--- src/common/radio_pkg.sv ---
package radio_pkg;

   //////////////////////////////////////////////////////////////////////
   // Widths
   localparam int adc_w      = 14;
   localparam int sample_w   = 16;
   localparam int set_addr_w = 8;
   localparam int set_data_w = 32;
   localparam int time_w     = 24;

   //////////////////////////////////////////////////////////////////////
   // Settings bus register map
   localparam logic [set_addr_w-1:0] sr_rx_ctrl  = 8'd0;
   localparam logic [set_addr_w-1:0] sr_rx_decim = 8'd1;
   localparam logic [set_addr_w-1:0] sr_rx_spp   = 8'd2;
   localparam logic [set_addr_w-1:0] sr_time     = 8'd3;
   localparam logic [set_addr_w-1:0] sr_led_sw   = 8'd4;
   localparam logic [set_addr_w-1:0] sr_led_src  = 8'd5;

   // Limits and reset values
   localparam int         decim_max_log2 = 4;
   localparam logic [7:0] spp_rst        = 8'd16;
   // Run and overrun LEDs start under hardware control
   localparam logic [7:0] led_src_rst    = 8'h03;

   //////////////////////////////////////////////////////////////////////
   // Stream word, read as a packet header or as one I/Q sample
   typedef union packed {
      struct packed {
         logic [7:0]        seq;
         logic [time_w-1:0] vtime;
      } hdr;
      struct packed {
         logic [sample_w-1:0] i;
         logic [sample_w-1:0] q;
      } smp;
   } stream_word_u;

endpackage

--- src/rx/rx_decimator.sv ---
module rx_decimator (
   input  logic                           dsp_clk,
   input  logic                           por_rst,
   input  logic [2:0]                     decim_log2_i,
   input  logic                           valid_i,
   input  logic [radio_pkg::sample_w-1:0] sample_i_i,
   input  logic [radio_pkg::sample_w-1:0] sample_q_i,
   output logic                           valid_o,
   output logic [radio_pkg::sample_w-1:0] sample_i_o,
   output logic [radio_pkg::sample_w-1:0] sample_q_o
);
   import radio_pkg::*;

   // Headroom for 2^decim_max_log2 full scale samples
   localparam int acc_w = sample_w + decim_max_log2;
   localparam int cnt_w = decim_max_log2;

   logic [2:0]              k_q;
   logic [cnt_w-1:0]        cnt;
   logic [cnt_w-1:0]        cnt_base;
   logic [cnt_w-1:0]        grp_mask;
   logic                    last;
   logic signed [acc_w-1:0] acc_i;
   logic signed [acc_w-1:0] acc_q;
   logic signed [acc_w-1:0] sum_i;
   logic signed [acc_w-1:0] sum_q;

   // New k starts a fresh group with this input
   assign cnt_base = (decim_log2_i != k_q) ? '0 : cnt;
   assign grp_mask = cnt_w'((1 << decim_log2_i) - 1);
   assign last     = (cnt_base == grp_mask);

   // First input of a group replaces the old sum
   assign sum_i = ((cnt_base == '0) ? '0 : acc_i) + acc_w'($signed(sample_i_i));
   assign sum_q = ((cnt_base == '0) ? '0 : acc_q) + acc_w'($signed(sample_q_i));

   always_ff @(posedge dsp_clk) begin
      if (por_rst) begin
         k_q     <= '0;
         cnt     <= '0;
         valid_o <= 1'b0;
      end else begin
         k_q     <= decim_log2_i;
         valid_o <= valid_i && last;
         if (!valid_i || last) begin
            cnt <= '0;
         end else begin
            cnt <= cnt_base + 1'b1;
         end
      end
   end

   always_ff @(posedge dsp_clk) begin
      if (valid_i) begin
         acc_i <= sum_i;
         acc_q <= sum_q;
      end
      if (valid_i && last) begin
         sample_i_o <= sample_w'(sum_i >>> decim_log2_i);
         sample_q_o <= sample_w'(sum_q >>> decim_log2_i);
      end
   end

   k_in_range: assert property (@(posedge dsp_clk) disable iff (por_rst)
      decim_log2_i <= 3'(decim_max_log2));

endmodule

--- src/rx/rx_framer.sv ---
module rx_framer #(
   parameter int fifo_depth = 4
) (
   input  logic                           dsp_clk,
   input  logic                           por_rst,
   input  logic                           run_i,
   input  logic [7:0]                     spp_i,
   input  logic [radio_pkg::time_w-1:0]   vita_time_i,
   input  logic                           valid_i,
   input  logic [radio_pkg::sample_w-1:0] sample_i_i,
   input  logic [radio_pkg::sample_w-1:0] sample_q_i,
   output logic                           stream_req_o,
   output logic [31:0]                    stream_data_o,
   input  logic                           stream_ack_i,
   output logic                           overrun_o
);
   import radio_pkg::*;

   localparam int aw    = $clog2(fifo_depth);
   localparam int ptr_w = aw + 1;

   stream_word_u     mem [fifo_depth];
   stream_word_u     hdr_word;
   stream_word_u     smp_word;
   logic [ptr_w-1:0] wr_ptr;
   logic [ptr_w-1:0] wr_ptr_p1;
   logic [ptr_w-1:0] rd_ptr;
   logic [ptr_w-1:0] used;
   logic [7:0]       smp_cnt;
   logic [7:0]       seq;
   logic             dropping;
   logic             accept;
   logic             first;
   logic             live;
   logic             room;
   logic             push;
   logic             pop;
   logic             raise;

   //////////////////////////////////////////////////////////////////////
   // Packet building
   assign accept    = valid_i && run_i;
   assign first     = (smp_cnt == 8'd0);
   assign used      = wr_ptr - rd_ptr;
   assign wr_ptr_p1 = wr_ptr + 1'b1;

   // Header and first sample go in together and need two slots
   assign room = first ? (used <= ptr_w'(fifo_depth - 2)) : (used <= ptr_w'(fifo_depth - 1));
   // Rest of a dropped packet is skipped until the next header
   assign live = accept && (first || !dropping);
   assign push = live && room;

   always_comb begin
      hdr_word.hdr.seq   = seq;
      hdr_word.hdr.vtime = vita_time_i;
      smp_word.smp.i     = sample_i_i;
      smp_word.smp.q     = sample_q_i;
   end

   always_ff @(posedge dsp_clk) begin
      if (push && first) begin
         mem[wr_ptr[aw-1:0]]    <= hdr_word;
         mem[wr_ptr_p1[aw-1:0]] <= smp_word;
      end else if (push) begin
         mem[wr_ptr[aw-1:0]] <= smp_word;
      end
   end

   always_ff @(posedge dsp_clk) begin
      if (por_rst) begin
         wr_ptr    <= '0;
         smp_cnt   <= '0;
         seq       <= '0;
         dropping  <= 1'b0;
         overrun_o <= 1'b0;
      end else if (!run_i) begin
         // Stop flushes the queue but keeps the word on the bus
         wr_ptr    <= rd_ptr + ptr_w'(stream_req_o || raise);
         smp_cnt   <= '0;
         seq       <= '0;
         dropping  <= 1'b0;
         overrun_o <= 1'b0;
      end else if (accept) begin
         if (push) begin
            wr_ptr <= first ? wr_ptr + ptr_w'(2) : wr_ptr_p1;
         end
         if (push && first) begin
            seq <= seq + 1'b1;
         end
         if (live) begin
            dropping  <= !room;
            overrun_o <= overrun_o || !room;
         end
         smp_cnt <= (smp_cnt >= spp_i - 8'd1) ? 8'd0 : smp_cnt + 1'b1;
      end
   end

   //////////////////////////////////////////////////////////////////////
   // Four-phase output
   assign pop   = stream_req_o && stream_ack_i;
   assign raise = !stream_req_o && !stream_ack_i && (used != '0);

   always_ff @(posedge dsp_clk) begin
      if (por_rst) begin
         rd_ptr       <= '0;
         stream_req_o <= 1'b0;
      end else if (pop) begin
         rd_ptr       <= rd_ptr + 1'b1;
         stream_req_o <= 1'b0;
      end else if (raise) begin
         stream_req_o <= 1'b1;
      end
   end

   assign stream_data_o = mem[rd_ptr[aw-1:0]];

   data_held: assert property (@(posedge dsp_clk) disable iff (por_rst)
      stream_req_o && !stream_ack_i |=> stream_req_o && $stable(stream_data_o));

endmodule

--- src/rx/rx_frontend.sv ---
module rx_frontend (
   input  logic                           dsp_clk,
   input  logic                           por_rst,
   input  logic                           run_i,
   input  logic                           iq_swap_i,
   input  logic [radio_pkg::adc_w-1:0]    adc_a_i,
   input  logic [radio_pkg::adc_w-1:0]    adc_b_i,
   output logic [radio_pkg::sample_w-1:0] sample_i_o,
   output logic [radio_pkg::sample_w-1:0] sample_q_o,
   output logic                           valid_o
);
   import radio_pkg::*;

   localparam int pad_w = sample_w - adc_w;

   logic [sample_w-1:0] pad_a;
   logic [sample_w-1:0] pad_b;

   // ADC words sit in the top bits of the sample
   assign pad_a = {adc_a_i, {pad_w{1'b0}}};
   assign pad_b = {adc_b_i, {pad_w{1'b0}}};

   always_ff @(posedge dsp_clk) begin
      sample_i_o <= iq_swap_i ? pad_b : pad_a;
      sample_q_o <= iq_swap_i ? pad_a : pad_b;
   end

   always_ff @(posedge dsp_clk) begin
      if (por_rst) begin
         valid_o <= 1'b0;
      end else begin
         valid_o <= run_i;
      end
   end

endmodule

--- src/radio_core.sv ---
module radio_core #(
   parameter int fifo_depth = 4
) (
   input  logic                             dsp_clk,
   input  logic                             por_rst,
   input  logic                             set_req_i,
   input  logic [radio_pkg::set_addr_w-1:0] set_addr_i,
   input  logic [radio_pkg::set_data_w-1:0] set_data_i,
   output logic                             set_ack_o,
   input  logic [radio_pkg::adc_w-1:0]      adc_a_i,
   input  logic [radio_pkg::adc_w-1:0]      adc_b_i,
   output logic                             stream_req_o,
   output logic [31:0]                      stream_data_o,
   input  logic                             stream_ack_i,
   output logic                             overrun_o,
   output logic [7:0]                       leds_o
);
   import radio_pkg::*;

   logic                run;
   logic                iq_swap;
   logic [2:0]          decim_log2;
   logic [7:0]          spp;
   logic                time_load;
   logic [time_w-1:0]   time_value;
   logic [time_w-1:0]   vita_now;
   logic                fe_valid;
   logic [sample_w-1:0] fe_i;
   logic [sample_w-1:0] fe_q;
   logic                dec_valid;
   logic [sample_w-1:0] dec_i;
   logic [sample_w-1:0] dec_q;

   //////////////////////////////////////////////////////////////////////
   // Control side
   radio_settings settings0 (
      .dsp_clk(dsp_clk), .por_rst(por_rst),
      .set_req_i(set_req_i), .set_addr_i(set_addr_i), .set_data_i(set_data_i),
      .set_ack_o(set_ack_o), .overrun_i(overrun_o),
      .run_o(run), .iq_swap_o(iq_swap), .decim_log2_o(decim_log2), .spp_o(spp),
      .time_load_o(time_load), .time_value_o(time_value), .leds_o(leds_o)
   );

   vita_time time0 (
      .dsp_clk(dsp_clk), .por_rst(por_rst),
      .time_load_i(time_load), .time_value_i(time_value), .vita_time_o(vita_now)
   );

   //////////////////////////////////////////////////////////////////////
   // RX pipeline
   rx_frontend frontend0 (
      .dsp_clk(dsp_clk), .por_rst(por_rst), .run_i(run), .iq_swap_i(iq_swap),
      .adc_a_i(adc_a_i), .adc_b_i(adc_b_i),
      .sample_i_o(fe_i), .sample_q_o(fe_q), .valid_o(fe_valid)
   );

   rx_decimator decim0 (
      .dsp_clk(dsp_clk), .por_rst(por_rst), .decim_log2_i(decim_log2),
      .valid_i(fe_valid), .sample_i_i(fe_i), .sample_q_i(fe_q),
      .valid_o(dec_valid), .sample_i_o(dec_i), .sample_q_o(dec_q)
   );

   rx_framer #(
      .fifo_depth(fifo_depth)
   ) framer0 (
      .dsp_clk(dsp_clk), .por_rst(por_rst), .run_i(run), .spp_i(spp),
      .vita_time_i(vita_now),
      .valid_i(dec_valid), .sample_i_i(dec_i), .sample_q_i(dec_q),
      .stream_req_o(stream_req_o), .stream_data_o(stream_data_o),
      .stream_ack_i(stream_ack_i), .overrun_o(overrun_o)
   );

endmodule

--- src/radio_settings.sv ---
module radio_settings (
   input  logic                             dsp_clk,
   input  logic                             por_rst,
   input  logic                             set_req_i,
   input  logic [radio_pkg::set_addr_w-1:0] set_addr_i,
   input  logic [radio_pkg::set_data_w-1:0] set_data_i,
   output logic                             set_ack_o,
   input  logic                             overrun_i,
   output logic                             run_o,
   output logic                             iq_swap_o,
   output logic [2:0]                       decim_log2_o,
   output logic [7:0]                       spp_o,
   output logic                             time_load_o,
   output logic [radio_pkg::time_w-1:0]     time_value_o,
   output logic [7:0]                       leds_o
);
   import radio_pkg::*;

   logic       wr_stb;
   logic [7:0] led_sw;
   logic [7:0] led_src;
   logic [7:0] led_hw;

   // One write per request, taken before the ack goes up
   assign wr_stb = set_req_i && !set_ack_o;

   always_ff @(posedge dsp_clk) begin
      if (por_rst) begin
         set_ack_o <= 1'b0;
      end else if (wr_stb) begin
         set_ack_o <= 1'b1;
      end else if (!set_req_i) begin
         set_ack_o <= 1'b0;
      end
   end

   always_ff @(posedge dsp_clk) begin
      if (por_rst) begin
         run_o        <= 1'b0;
         iq_swap_o    <= 1'b0;
         decim_log2_o <= '0;
         spp_o        <= spp_rst;
         led_sw       <= '0;
         led_src      <= led_src_rst;
      end else if (wr_stb) begin
         case (set_addr_i)
            sr_rx_ctrl: begin
               run_o     <= set_data_i[0];
               iq_swap_o <= set_data_i[1];
            end
            sr_rx_decim: begin
               if (set_data_i > set_data_w'(decim_max_log2)) begin
                  decim_log2_o <= 3'(decim_max_log2);
               end else begin
                  decim_log2_o <= set_data_i[2:0];
               end
            end
            // Zero samples per packet makes no sense, treat as one
            sr_rx_spp:  spp_o   <= (set_data_i[7:0] == 8'd0) ? 8'd1 : set_data_i[7:0];
            sr_led_sw:  led_sw  <= set_data_i[7:0];
            sr_led_src: led_src <= set_data_i[7:0];
            default: ;
         endcase
      end
   end

   // Time load lands on the same edge as the write
   assign time_load_o  = wr_stb && (set_addr_i == sr_time);
   assign time_value_o = set_data_i[time_w-1:0];

   //////////////////////////////////////////////////////////////////////
   // LED mux, source bit 1 selects hardware
   assign led_hw = {6'b0, overrun_i, run_o};
   assign leds_o = (led_src & led_hw) | (~led_src & led_sw);

   ack_needs_req: assert property (@(posedge dsp_clk) disable iff (por_rst)
      $rose(set_ack_o) |-> set_req_i);

endmodule

--- src/vita_time.sv ---
module vita_time (
   input  logic                         dsp_clk,
   input  logic                         por_rst,
   input  logic                         time_load_i,
   input  logic [radio_pkg::time_w-1:0] time_value_i,
   output logic [radio_pkg::time_w-1:0] vita_time_o
);

   // Sample clock tick counter, narrowed to the header time field
   always_ff @(posedge dsp_clk) begin
      if (por_rst) begin
         vita_time_o <= '0;
      end else if (time_load_i) begin
         vita_time_o <= time_value_i;
      end else begin
         // wraps silently at 2^24
         vita_time_o <= vita_time_o + 1'b1;
      end
   end

endmodule

--- config.mk ---
export PLATFORM = sky130hd
export DESIGN_NAME = radio_core
export DESIGN_NICKNAME = d
export VERILOG_FILES = /design/src/common/radio_pkg.sv /design/src/rx/rx_decimator.sv /design/src/rx/rx_framer.sv /design/src/rx/rx_frontend.sv /design/src/radio_core.sv /design/src/radio_settings.sv /design/src/vita_time.sv
export SDC_FILE = /design/constraint.sdc
export NUM_CORES = 1
export LEC_CHECK = 0
export ABC_AREA = 1
export BUFFER_PORTS_ARGS = -buffer_cell sky130_fd_sc_hd__buf_2
export CELL_PAD_IN_SITES_DETAIL_PLACEMENT = 0
export CELL_PAD_IN_SITES_GLOBAL_PLACEMENT = 1
export CORE_ASPECT_RATIO = 1.25
export CORE_UTILIZATION = 46
export DETAILED_ROUTE_END_ITERATION = 16
export PLACE_DENSITY_LB_ADDON = 0.1
export SYNTH_ARGS = -nofsm -noshare
export SYNTH_HDL_FRONTEND = slang
export SYNTH_SLANG_ARGS = --single-unit
--- constraint.sdc ---
create_clock -name dsp_clk -period 4.6 [get_ports dsp_clk]
set_input_delay 0.23 -clock dsp_clk [delete_from_list [all_inputs] [get_ports dsp_clk]]
set_output_delay 0.23 -clock dsp_clk [all_outputs]
set_load 0.01 [all_outputs]
Word level (Yosys, flattened, before mapping)
Memories as Yosys holds them, arrays and structs flattened. A register that Yosys moved wholly into a read port is not among the register bits. Index checks and enable logic that the tools add are counted.

Add/sub/neg operators: 13. $mul: 0. Div/mod/pow operators: 0. $lt $le $gt $ge: 4. Equality and inequality tests: 10. Shift operators: 3. Mux-type cells: 24. Bitwise logic cells: 6. Reductions and logical operators: 36.

Operator list (number): adder 20 bit (2); 2-to-1 mux 20 bit (2); >>> shifter 20 x 3 -> 16 bit (2); greater-than comparator 32 x 3 -> 1 bit, second input constant (1); 2-to-1 mux 16 bit (2); 2-to-1 mux 32 bit (1); adder 24 x 1 -> 24 bit, second input constant (1); zero test 8 bit (3); 2-to-1 mux 24 bit (1); adder 8 x 1 -> 8 bit, second input constant (2); equality test 8 x 2 -> 1 bit, second input constant (2); equality test 8 x 3 -> 1 bit, second input constant (2); 2-to-1 mux 8 bit (2); AND reduction 2 bit (8); 2-to-1 mux 3 bit (5); logical AND 1 bit (10); AND 8 x 2 -> 8 bit (1); AND 8 bit (1); equality test 8 x 1 -> 1 bit, second input constant (1); >= comparator 8 bit (1); 2-to-1 mux 1 bit (8); NOT 8 bit (1); OR 8 bit (1); subtractor 8 x 1 -> 8 bit, second input constant (1); 20 further kinds (35).

Register bits after elaboration: 192. Latch bits: 0. RAM bits: 128. Memory bits (read-only): 0. Input port bits: 72. Output and inout port bits: 43. Word-level logic and storage cells: 122. Memories kept: 1.

Memories: framer0.mem (words 4, bits a word 32, rd ports 1, clocked after Yosys merged registers in 1, wr ports 2, RTL line rx_framer.sv:22) `stream_word_u mem [fifo_depth];`.

Depth between registers and ports, before layout
Gate-level depths: netlist of the first run.

Word-level depth: 8. Gate-level depth with buffers: 30. Gate-level depth less buffers: 29.

Hierarchy
A second synthesis of the first run with hierarchy kept.

Cell total of the unflattened synthesis: 2678. Area total of the unflattened synthesis: 19960.4 um^2.

By module, submodules not included: rx_framer (times used 1, cells an instance 1130, area each 9051.2 um^2, seq. area each 4384.2 um^2); rx_decimator (times used 1, cells an instance 940, area each 6750.2 um^2, seq. area each 2322.2 um^2); vita_time (times used 1, cells an instance 253, area each 1600.3 um^2, seq. area each 480.5 um^2); radio_settings (times used 1, cells an instance 229, area each 1561.5 um^2, seq. area each 600.6 um^2); rx_frontend (times used 1, cells an instance 126, area each 997.2 um^2, seq. area each 580.6 um^2).

Worst setup path after synthesis of the first run
OpenSTA, ideal clock, no wires.

Path type: register to register. Start: register settings0.decim_log2_o[1]. End: register decim0.sample_q_o[15] (netlist bit), data pin. Setup time: 0.254 ns. Arrival time: 3.363 ns. Required time: 4.346 ns. Slack: 0.984 ns. Stages on the path, launching flop included: 30. Path buffers: 2. Period minus slack after synthesis: 3.616 ns. Cells stage by stage: dfxtp_1 buf_2 nand2_1 nand2_1 nor2_1 nand2_1 nor2_1 inv_1 ha_1 nand2_2 inv_2 clkbuf_1 nor2_1 ha_1 inv_1 fa_1 inv_1 nand3_1 nand2_1 nand2_1 nand2_1 nand2_1 nand2_1 nand2_1 nand3_1 nand3_1 nand2_1 nand2_1 nand3_1 nand2_1.

Word-level cells in the longest chain between the ends: 6.

RTL lines: start, declared (RTL line radio_settings.sv:11) `output logic [2:0] decim_log2_o,`; start signal, assigned (RTL line radio_settings.sv:53) `decim_log2_o <= 3'(decim_max_log2);`; start signal, assigned (RTL line radio_settings.sv:55) `decim_log2_o <= set_data_i[2:0];`; inequality test 3 bit (RTL line rx_decimator.sv:29) `assign cnt_base = (decim_log2_i != k_q) ? '0 : cnt;`; 2-to-1 mux 4 bit (RTL line rx_decimator.sv:29); zero test 4 bit (RTL line rx_decimator.sv:35) `assign sum_q = ((cnt_base == '0) ? '0 : acc_q) + acc_w'($signed(sample_q_i));`; 2-to-1 mux 20 bit (RTL line rx_decimator.sv:35); adder 20 bit (RTL line rx_decimator.sv:35); >>> shifter 20 x 3 -> 16 bit (*) (RTL line rx_decimator.sv:60) `sample_q_o <= sample_w'(sum_q >>> decim_log2_i);`; end signal, assigned (RTL line rx_decimator.sv:60); end, declared (RTL line rx_decimator.sv:10) `output logic [radio_pkg::sample_w-1:0] sample_q_o`.

Every way passes the cells marked *; elsewhere a longest branch is shown, timed or not. A chain may end at the register's enable or synchronous reset.

Final worst setup path of the first run
Start: register settings0.decim_log2_o[1]. End: register decim0.sample_q_o[7] (netlist bit), data pin.

Word-level cells in the longest chain between the ends: 6.

RTL lines: inequality test 3 bit (RTL line rx_decimator.sv:29); 2-to-1 mux 4 bit (RTL line rx_decimator.sv:29); zero test 4 bit (RTL line rx_decimator.sv:35); 2-to-1 mux 20 bit (RTL line rx_decimator.sv:35); adder 20 bit (RTL line rx_decimator.sv:35); via decim0.sum_q[10] (RTL line rx_decimator.sv:26) `logic signed [acc_w-1:0] sum_q;`; >>> shifter 20 x 3 -> 16 bit (RTL line rx_decimator.sv:60).

The timed path passes the listed nets, and every way through them passes these cells.

==> results of run 1 <==
-- layer usage --
metal / wire length (um) / vias up / GRT usage (%) / share of wire (%)
li1: - / 8035 / - / -
met5: 0 / - / 0 / 0
met2: 27100 / 414 / 48.6 / 50
met1: 22700 / 7471 / 33.0 / 42
met4: 1970 / 0 / 10.4 / 3.6
met3: 2590 / 92 / 2.79 / 4.8
-- state kept, by name, indices dropped and copies added (netlist names), 3 cells and up, named ones only --
name                    flops
framer0.mem               128
time0.vita_time_o          24
decim0.acc_i               20
decim0.acc_q               20
decim0.sample_i_o          16
decim0.sample_q_o          16
frontend0.sample_i_o       14
frontend0.sample_q_o       14
framer0.seq                 8
framer0.smp_cnt             8
settings0.led_src           8
settings0.led_sw            8
settings0.spp_o             8
decim0.cnt                  4
decim0.k_q                  3
framer0.rd_ptr              3
framer0.wr_ptr              3
settings0.decim_log2_o      3
-- per-stage QoR --
stage	instances	util (%)	area (um2)	power (mW)
2_1_floorplan	2330	-	18400	3.62
3_3_place_gp	2871	49.1	19300	3.93
3_5_place_dp	2871	49.1	19300	3.94
4_1_cts	2980	53.2	20900	6.87
5_1_grt	2981	53.3	20900	7.05
6_report	2981	53.3	20900	6.80
-- cell families after synthesis --
logic type      after synthesis
compound gates              346
simple gates               1219
xor+xnor                     63
flops                       318
fa+ha+maj                    65
buf+inv                     319
-- cells in the final DEF (no fill, tap or decap), types with 5 or more instances in the layout --
cell and instances:
a21oi_1 104, buf_2 114, buf_4 21, clkbuf_1 10
clkbuf_16 38, clkinv_1 8, dfxtp_1 115, dlygate4sd3_1 44
edfxtp_1 200, ha_1 62, inv_1 210, inv_2 8
inv_4 6, nand2_1 606, nand2_2 5, nand3_1 292
nand4_1 10, nor2_1 200, nor2_2 6, nor3_1 19
nor3_2 5, nor4_1 7, o211ai_1 11, o21ai_0 169
o21bai_1 13, o22ai_1 32, or2_1 10, or2_2 9
or2_4 28, xnor2_1 15, xor2_1 47
-- cell type report --
cell class,instances,area [um2]
tap,498,623
clock inverter,15,159
fill,3817,18400
inverter,227,875
sequential,318,8370
timing repair buffer,180,1190
multi-input combinational,1693,8710
clock buffer,50,1020
-- where the power goes --
part	switching [mW]	internal (mW)	total [mW]	leakage, nW
logic	0.529	0.292	0.820	6.15
registers	0.0429	3.04	3.09	2.80
clock network	1.17	1.72	2.89	0.577
total	1.75	5.06	6.80	9.53
-- worst min-delay path by stage --
stage | startpoint | endpoint | slack (ps) | depth (start not counted)
6_report | adc_b_i[13] | frontend0.sample_q_o[15] | 30 | 3
5_1_grt | adc_b_i[13] | frontend0.sample_q_o[15] | 50 | 3
4_1_cts | adc_b_i[13] | frontend0.sample_q_o[15] | 4 | 3
3_5_place_dp | adc_a_i[1] | frontend0.sample_q_o[3] | 450 | 3
3_3_place_gp | adc_a_i[12] | frontend0.sample_q_o[14] | 450 | 3
2_1_floorplan | por_rst | decim0.k_q[0] | 310 | 1
-- critical path, cell delays in order, from the launching register on --
cell and delay [ps]:
dfxtp_1 390, inv_2 50, nand2_1 50, nand2_1 50
nor2_1 150, nand2_1 130, nor2_1 230, inv_1 70
ha_1 210, nand2_2 80, inv_2 120, nor2_1 120
ha_1 200, inv_1 70, fa_1 400, inv_1 90
nand3_1 70, nand2_1 130, nand2_1 60, nand2_1 110
nand2_1 60, nand2_1 90, xor2_1 280, nand2_1 120
nand3_1 80, o21ai_0 100, o21ai_0 150
-- what timing repair did --
action	CTS	global route
setup endpoints to repair	0	0
gates resized for setup	0	0
hold endpoints to repair	32	0
hold buffers	44	0
==> results.cfg, run 1 <==
[grt]
track_usage_pct = 26.9
antenna_found_initial = 0
gr-total-overflow = 0
grt_max_degree = 65
grt_first_pass_wirelength_um = 85100
grt_pass1_vias = 15400

[worst_setup_path]
worst-setup-path-type = reg -> reg
endpoint_kind = register
cp.arrival_ps = 4200
startpoint_type = register
r2r-start = settings0.decim_log2_o[1]
crit_start = settings0.decim_log2_o[1]
reg2reg_slack_ps = 770
endpoint = decim0.sample_q_o[7]
reg2reg_depth = 26
reg2reg_to = decim0.sample_q_o[7]
worstPathMaxFanout = 13
critPathRequiredTime_ps = 4980

[sta]
setup_slack_ps = 773
final_hold_viol_count = 0
fin_crit_sh_pct = 83.2
tns_ps = 0
period_needed_ps = 3830
slew_viol_final = 0
tightest_slew_ps = 1210
rsz0062_at_grt = no
fin_hold_ws_ps = 25.5
finalSetupViolations = 0
relSlewSlack_pct = 18.8
max_freq_mhz = 261
finalClockSkew_ps = 17.1

[clock_tree]
cts_tree = done
clock_latency_ps = 540
clkTransAtPathRegs_ps = 60
ctsLongestPathBuffers = 3
cts_made_buffers = 36
cts_sinks = 318
cts_root_buf = clkbuf_16
post-cts-setup-buffers = 0
cts.htree.levels = 2

[route]
drt_wl_total_um = 54400
viasPerCell = 5.37
drc = 0
num_vias = 16000
avgRoutedWirePerCell_um = 18.2
drt_iter0_markers = 898
drt.antenna.violating_nets = 0
first_pass_iters = 6

[cells_and_area]
antenna_cells = 0
syn_to_final_growth_pct = 13.7
layout-drive-gt1-share_pct = 11.0
layout.nets = 2593

[placed_design]
port_buffers = 114
dpl_worst_slack_ps = 802
hpwl_um = 38100
place_congestion = 0.866

[floorplan]
rows = 81
coreArea_um2 = 39300
die_height_um = 226
die_x_um = 181
io_pins = 115
initial_core_util_pct = 46.8
die_area_um2 = 40800

[worst_hold_path]
min_path_type = in -> reg

[synth]
synth_top_cells_by_count = 606 x nand2_1, 292 x nand3_1, 210 x inv_1, 201 x nor2_1, 200 x edfxtp_1
ys_warn_count = 0
syn_nets = 2467
synthDistinctLibCells = 53
yosysSeqAreaShare_pct = 45.4
ys_dominant_reg_cell = edfxtp_1
synth_cells = 2330
synth.avg_cell_area_um2 = 7.91
yosysMostFrequentCell = nand2_1
synth_area_leader_cell = edfxtp_1
netlist_top_cells_area = edfxtp_1 33%, dfxtp_1 13%, nand2_1 12%
synth_top_family_by_area = simple AND/OR/NAND/NOR gates
yosys.area.top_type_share_pct = 32.6
synthXorXnorAreaFrac_pct = 3.04
synth.area.mux_share_pct = 0
synth-seq-cells = 318
syn_area_um2 = 18400
synthSimpleGateAreaFrac_pct = 29.5
synth_edf_count = 200
async_reset_ff_share_pct = 0
synth_fa_ha_area_share_pct = 4.54
synth_compound_area_share_pct = 10.2

[power]
vdd_ir_drop_max_uv = 298
p_leak_nw = 9.53
powerDensity_nw_per_um2 = 325

[flow_run]
maxCapViolCount = 0

[run_status]
outcome = finished clean
Power figures use the tool's default switching activity.
==> inputs of run 2 (changes only) <==
- clock period: 4.6 -> 3.95 ns (I/O delays scaled with it)
==> run 2 against run 1 <==
Net effect:
- setup slack lost 360 ps
- power grew 15%
- fmax grew 8.2%
- die area is the same
- sequential share of layout area shrank 0.12 points
- hold slack gained 4.3 ps
- critical path depth grew 2
- clock power grew 12%
- cell count is essentially flat
- wire length shrank 0.24%
- critical endpoint is now decim0.sample_q_o[15]
- largest cell class unchanged
- largest power group unchanged
==> results.cfg, run 2 (synthesis gave the netlist of run 1 again) <==
[clock_tree]
cts_tree = done
cts_made_buffers = 36
cts.htree.levels = 2
cts_root_buf = clkbuf_16
ctsLongestPathBuffers = 3
clock_latency_ps = 540
cts_sinks = 318
clkTransAtPathRegs_ps = 60

[grt]
grtUsageMet3_pct = 2.84
gr-total-overflow = 0
grt_max_degree = 65
antenna_found_initial = 0
grt_use_met2_pct = 48.3
use_met1_pct = 33.6
grt_pass1_vias = 15500
track_usage_pct = 27.0
grt_first_pass_wirelength_um = 85800
busiest_layer = met2

[worst_setup_path]
critPathSlowestCell = fa_1
endpoint_kind = register
crit_top_cell = nand2_1
cp.arrival_ps = 3830
critPathRequiredTime_ps = 4240
startpoint_type = register
worst-setup-path-type = reg -> reg
reg2reg_depth = 28
cpPeakStageDelay_ps = 390
reg2reg_slack_ps = 410
worstPathMaxFanout = 14

[cells_and_area]
layout_commonest_cell = nand2_1
antenna_cells = 0
multi_input_area_um2 = 8720
layout.cells.non_filler = 2980
finalCoreUtilization_pct = 53.4
fillers = 3810
largest_register_ffs = 128
layout.nets = 2599
mostFrequentLayoutCells = 605 x nand2_1, 292 x nand3_1, 210 x inv_1
final_area_um2 = 21000
syn_to_final_growth_pct = 14.0
regArea_um2 = 8370
layout-drive-gt1-share_pct = 11.2

[floorplan]
die_x_um = 181
die_height_um = 226
coreArea_um2 = 39300
io_pins = 115
rows = 81
initial_core_util_pct = 46.8
die_area_um2 = 40800

[sta]
tightest_slew_ps = 1250
fin_hold_ws_ps = 29.8
finalSetupViolations = 0
max_freq_mhz = 283
setup_slack_ps = 413
final_hold_viol_count = 0
rsz0062_at_grt = no
relSlewSlack_pct = 16.0
finalClockSkew_ps = 22.4
slew_viol_final = 0
period_needed_ps = 3540
tns_ps = 0
fin_crit_sh_pct = 89.5

[placed_design]
place_area_um2 = 19400
hpwl_um = 37900
dpl.cell_count = 2873
port_buffers = 114
place_congestion = 0.908
dpl_worst_slack_ps = 231

[flow_run]
maxCapViolCount = 0

[route]
drt.antenna.violating_nets = 0
drc = 0
drt_iter0_markers = 840
drt_wl_total_um = 54200
num_vias = 16000
first_pass_iters = 7
avgRoutedWirePerCell_um = 18.2
viasPerCell = 5.37

[power]
total_power_mw = 7.80
vdd_ir_drop_max_uv = 314
powerDensity_nw_per_um2 = 371
p_leak_nw = 9.53

[worst_hold_path]
min_path_type = in -> reg
holdPathStages = 3

[run_status]
outcome = finished clean
==> run 2: timing repair <==
item,in CTS,in global routing
hold buffers,48,0
endpoints found under the hold margin,34,0
endpoints found under the setup margin,0,15
resized for setup,0,6
setup buffers,0,1
==> run 2: worst paths after layout <==
check | end | from
setup / recovery | decim0.sample_q_o[15] | settings0.decim_log2_o[1]
hold / removal | time0.vita_time_o[5] | set_data_i[5]
setup reg to reg | decim0.sample_q_o[15] | settings0.decim_log2_o[1]
hold reg to reg | framer0.seq[7] | framer0.seq[7]
==> run 2: worst max-delay path: cells and delay by family, from the launching register on <==
family / cells / cell delay (ps)
buffers and inverters: 5 / 330
AND/OR/NAND/NOR: 20 / 1840
adder cells (fa/ha/maj): 3 / 780
flip-flops: 1 / 360
==> run 2: per-layer routing <==
| layer | part of all wire (%) | up-vias |
|---|---|---|
| li1 | - | 8042 |
| met1 | 43 | 7491 |
| met2 | 50 | 390 |
| met3 | 3.8 | 82 |
| met4 | 3.3 | 0 |
| met5 | 0 | - |
==> run 2: where the power goes <==
group | total (mW) | switching, mW | leakage (nW) | internal [mW]
clock network | 3.24 | 1.35 | 0.543 | 1.89
registers | 3.59 | 0.0410 | 2.80 | 3.55
logic | 0.967 | 0.624 | 6.19 | 0.343
==> run 2: cell type report <==
type	count	share of cell area, %
multi-input cells	1693	41.5
flip-flops and latches	318	39.9
repair buffers	186	6.16
clock buffers	48	4.90
inverters	227	4.18
well taps	498	2.97
clock inverters	10	0.411
